===== src/hw/isa_pkg.sv =====
// Instruction-format types, pipeline selectors and latencies shared by the issue logic and testbench
package isa_pkg;

	// Register number within one register file, scalar or vector
	typedef logic [4:0] reg_idx_t;

	// Execution pipeline that an instruction is steered to
	typedef enum logic [1:0]
	{
		PIPE_SCYCLE_ARITH = 2'd0,
		PIPE_MCYCLE_ARITH = 2'd1,
		PIPE_MEM = 2'd2
	} pipeline_sel_t;

	// Cycles from the issue output being valid to the writeback slot of that instruction
	localparam int LAT_SCYCLE = 1;
	localparam int LAT_MCYCLE = 4;
	localparam int LAT_MEM = 2;

	// Writeback slot tracker length, enough to reach the slot of the longest pipeline
	localparam int WB_SLOTS = LAT_MCYCLE + 1;

	// Busy bitmap width: scalar registers in the low half, vector registers in the high half
	localparam int SCOREBOARD_BITS = 64;

	// One decoded instruction as it leaves the decoder and enters the thread FIFOs
	typedef struct packed
	{
		pipeline_sel_t pipeline_sel;
		logic has_dest;
		logic dest_is_vector;
		reg_idx_t dest_reg;
		logic has_src1;
		logic src1_is_vector;
		reg_idx_t src1_reg;
		logic has_src2;
		logic src2_is_vector;
		reg_idx_t src2_reg;
		logic [15:0] payload;
	} decoded_instruction_t;

endpackage


===== src/hw/core_pkg.sv =====
// Core organization constants and thread-level record types used by the issue stage and testbench
package core_pkg;

	// Number of hardware threads sharing the issue stage
	localparam int NUM_THREADS = 4;

	// Depth of each per-thread instruction FIFO
	localparam int THREAD_FIFO_SIZE = 5;

	// Occupancy at which the fetch enable of a thread drops
	// Two spare entries absorb instructions already in flight from the front end
	localparam int FIFO_ALMOST_FULL = 3;

	typedef logic [1:0] thread_idx_t;

	typedef logic [NUM_THREADS-1:0] thread_mask_t;

	// Register writeback reported by the execution pipelines
	// The register field is named reg_idx because reg is a reserved word
	typedef struct packed
	{
		logic en;
		thread_idx_t thread_idx;
		logic is_vector;
		isa_pkg::reg_idx_t reg_idx;
	} writeback_t;

endpackage


===== src/hw/thread_ctrl_regs.sv =====
// Control register holding the thread-enable mask, loaded by a software write strobe
`timescale 1ns/100ps

module thread_ctrl_regs (
	input clk,
	input reset,

	// Software write port
	input cr_write_en,
	input core_pkg::thread_mask_t cr_write_data,

	// Steers both issue eligibility and fetch enable in the select stage
	output core_pkg::thread_mask_t thread_enable
);

	// All threads start disabled until software writes the mask
	always_ff @(posedge clk, posedge reset)
	begin
		if (reset)
			thread_enable <= '0;
		else if (cr_write_en)
			thread_enable <= cr_write_data;
	end

endmodule


===== config.mk =====
export PLATFORM = sky130hd
export DESIGN_NAME = thread_ctrl_regs
export DESIGN_NICKNAME = d
export VERILOG_FILES = /design/src/hw/isa_pkg.sv /design/src/hw/core_pkg.sv /design/src/hw/thread_ctrl_regs.sv
export SDC_FILE = /design/constraint.sdc
export NUM_CORES = 1
export LEC_CHECK = 0
export BUFFER_PORTS_ARGS = -buffer_cell sky130_fd_sc_hd__buf_2
export CORE_AREA = 2 2 39 41
export CTS_BUF_LIST = sky130_fd_sc_hd__clkbuf_4 sky130_fd_sc_hd__clkbuf_8 sky130_fd_sc_hd__clkbuf_16
export CTS_CLUSTER_SIZE = 12
export DETAILED_ROUTE_END_ITERATION = 10
export DIE_AREA = 0 0 41 43
export SLEW_MARGIN = 30
export SYNTH_ARGS = -nofsm -noshare
export SYNTH_HDL_FRONTEND = slang
export SYNTH_SLANG_ARGS = --single-unit

===== constraint.sdc =====
create_clock -name clk -period 0.83 [get_ports clk]
set_clock_uncertainty 0.2 [all_clocks]
set_input_delay 0 -clock clk [delete_from_list [all_inputs] [get_ports clk]]
set_output_delay 0 -clock clk [all_outputs]
set_load 0.05 [all_outputs]

# After elaboration in Yosys (flattened, before gate mapping)
# Index checks and enable logic that the tools add are counted.
# W data, S select, Z words.
# totals
reg_bits	4
out_inout_bits	4
word_cells	1

# Longest topological paths before layout
# depth
word_depth	0
depth_mapped	1
mapped_depth_nobuf	1

# Worst setup path before layout
# No wires, ideal clock.
# synth_timing
path_kind	register to register
startpoint	reg, netlist name thread_enable[0]
endpoint	reg thread_enable[0]
path_stages_with_launch	2
t_arrival_ns	0.863
slack_ns	-0.358
path_buffers	0
required_time_ns	0.505
cell_sequence	dfrtp_1 -> mux2_2
# synth_rtl
item	line_no	source
to (signal assigned)	thread_ctrl_regs.sv:22	thread_enable <= cr_write_data;
to (decl)	thread_ctrl_regs.sv:13	output core_pkg::thread_mask_t thread_enable

==> results.py <==
metrics = {
    "run_status": {
        "status": "complete, but fails checks",
        "failed_checks": "negative hold slack, negative setup slack",
    },
    "global_route": {
        "antenna_found_initial": 0,
        "first_global_vias": 120,
        "grtUsageTotal_pct": 5.120,
        "grt_max_degree": 5,
        "grt_overflow_total": 0,
        "grt_pass1_wl_um": 448,
    },
    "final_layout": {
        "fin_area_um2": 281.5,
        "fillers": 153,
        "multi_input_area_um2": 45.04,
        "drive_gt1_share_pct": 91.30,
        "largest_reg_flops": 4,
        "reg_top3": "thread_enable (4)",
        "final_nets": 32,
        "register_area_um2": 105.1,
        "final-instance-count-excl-fill": 39,
        "diodes": 0,
        "largest_register": "thread_enable",
        "final_util_pct": 20.34,
        "area_growth_pct": 89.08,
    },
    "critical_path": {
        "crit_type": "flip-flop to flip-flop",
        "crit_start": "thread_enable[1]",
        "crit_fanout": 2,
        "required_ns": 0.74,
        "max_stage_delay_ns": 0.39,
        "cp-start-kind": "flip-flop",
        "cp_top_family": "flip-flops",
        "path_depth": 1,
        "crit_path_top_delay_cell": "dfrtp_2",
        "cp_cell_sequence": "mux2_2",
        "r2r_cells": 1,
        "rrSetupSlack_ns": -0.15,
        "cp-end-kind": "flip-flop",
        "r2r_end": "thread_enable[1]",
        "path_buf_inv": 0,
        "r2r_start": "thread_enable[1]",
        "worstPathArrival_ns": 0.88,
    },
    "power_and_ir_drop": {
        "irDropWorstVdd_v": 0.0002809,
        "p_leak_nw": 0.1296,
        "p_per_area_mw_per_mm2": 2210,
        "power_mw": 0.6221,
    },
    "sta": {
        "fin_hold_ws_ns": -0.1922,
        "maxSlewViolCount": 0,
        "finalCritPeriodShare_pct": 117.6,
        "worst_pin_slew_ns": 0.1462,
        "clock.fmax_mhz": 1025,
        "relSlewSlack_pct": 90.24,
        "fin_ws_ns": -0.1457,
        "hold_violations": 4,
        "fin_setup_tns_ns": -1.140,
        "finalSetupViolations": 8,
        "rsz0062_at_grt": "yes",
        "period_minus_slack_ns": 0.9757,
    },
    "cts": {
        "h-tree-depth": 1,
        "clock-sinks": 4,
        "numCtsBuffers": 3,
        "cts_tree": "done",
        "cts_buffer_depth": 2,
        "clk_latency_ns": 0.23,
        "clkTransAtPathRegs_ns": 0.03,
        "cts_hold_buf": 1,
        "cts_root_buffer": "clkbuf_4",
    },
    "synthesis": {
        "synth_xor_area_share_pct": 0,
        "synthCells": 9,
        "ys_types": 3,
        "synthAdderAreaFrac_pct": 0,
        "yosys_warnings": 0,
        "synth_top_family_by_area": "multiplexers",
        "synth_compound_area_share_pct": 0,
        "yosysSeqAreaShare_pct": 67.23,
        "synth-simple-area-share_pct": 0,
        "ys_seq_elements": 4,
        "synth_top_area_share_pct": 67.23,
        "synth.avg_cell_area_um2": 16.54,
        "muxShareOfSynthArea_pct": 30.25,
        "synth_area_leaders": "dfrtp_1 67%, mux2_2 30%, inv_1 2.5%",
        "synthesis.area_um2": 148.9,
        "synthesis.nets": 16,
        "synth_top_area_cell": "dfrtp_1",
    },
    "drt": {
        "totalWireLength_um": 314,
        "firstDrtPassIters": 1,
        "drc": 0,
        "drtAntennaViolNets": 0,
        "drt_iter0_drc": 0,
        "dr_total_vias": 129,
        "via_per_inst": 3.308,
        "post_drt_wl_per_cell_um": 8.051,
    },
    "floorplan": {
        "start_util_pct": 10.76,
        "die_h_um": 43,
        "pin_count": 11,
        "die_w_um": 41,
        "row_count": 14,
        "coreArea_mm2": 0.001384,
        "die_area_mm2": 0.001763,
    },
    "place": {
        "finalWeightedCongestion": 0.4210,
        "place_area_um2": 224.0,
        "port_buffers": 10,
        "dp_cells": 35,
        "dp_slack_ns": -0.1357,
    },
    "min_path": {
        "min_from": "cr_write_data[0]",
        "min_to": "thread_enable[0]",
        "min_path_type": "primary input to flip-flop",
        "hold_depth": 2,
    },
    "run": {
        "maxCapViolations": 0,
    },
}
## cell families after synthesis
kind of cell / count (synthesis)
mux: 4
flops: 4
buf+inv: 1
## cells in the final DEF (no fill, tap or decap)
cell / n
inv_1: 1
buf_6: 4
dfrtp_2: 4
clkbuf_4: 3
dlygate4sd3_1: 1
mux2_2: 4
buf_2: 6
## layer usage
layer	track usage, %	vias to the layer above	part of all wire, %	wire length (um)
met3	6.283	2	20	62
met4	8.000	0	1.9	6
met1	1.929	57	31	98
li1	-	59	-	-
met2	6.563	11	47	147
met5	0	-	0	0
## worst max path at each step
stage	to
6_report	thread_enable[1]
5_1_grt	thread_enable[1]
3_5_place_dp	thread_enable[3]
4_1_cts	thread_enable[3]
3_3_place_gp	thread_enable[0]
2_1_floorplan	thread_enable[0]
## power by group
| part | internal (mW) | total [mW] | leakage (nW) | switching (mW) |
|---|---|---|---|---|
| Combinational | 0.0678 | 0.161 | 0.0731 | 0.0935 |
| Sequential | 0.219 | 0.231 | 0.0428 | 0.0120 |
| Clock | 0.161 | 0.229 | 0.0138 | 0.0685 |
## synth_stat cells
master   instances
mux2_2           4
inv_1            1
dfrtp_1          4
## cell type report
cell class / count / area share, %
Sequential cell: 4 / 37.33
Timing Repair Buffer: 11 / 30.22
Multi-Input combinational cell: 4 / 16.00
Clock buffer: 3 / 8.000
Tap cell: 16 / 7.111
Inverter: 1 / 1.333
## what timing repair did
| action | CTS | global route |
|---|---|---|
| endpoints found under the setup margin | 8 | 8 |
| hold endpoints to repair | 8 | 4 |
| buffers inserted | 0 | 0 |
| gates resized for setup | 8 | 0 |
No activity file was read; power rests on OpenSTA's default activity.
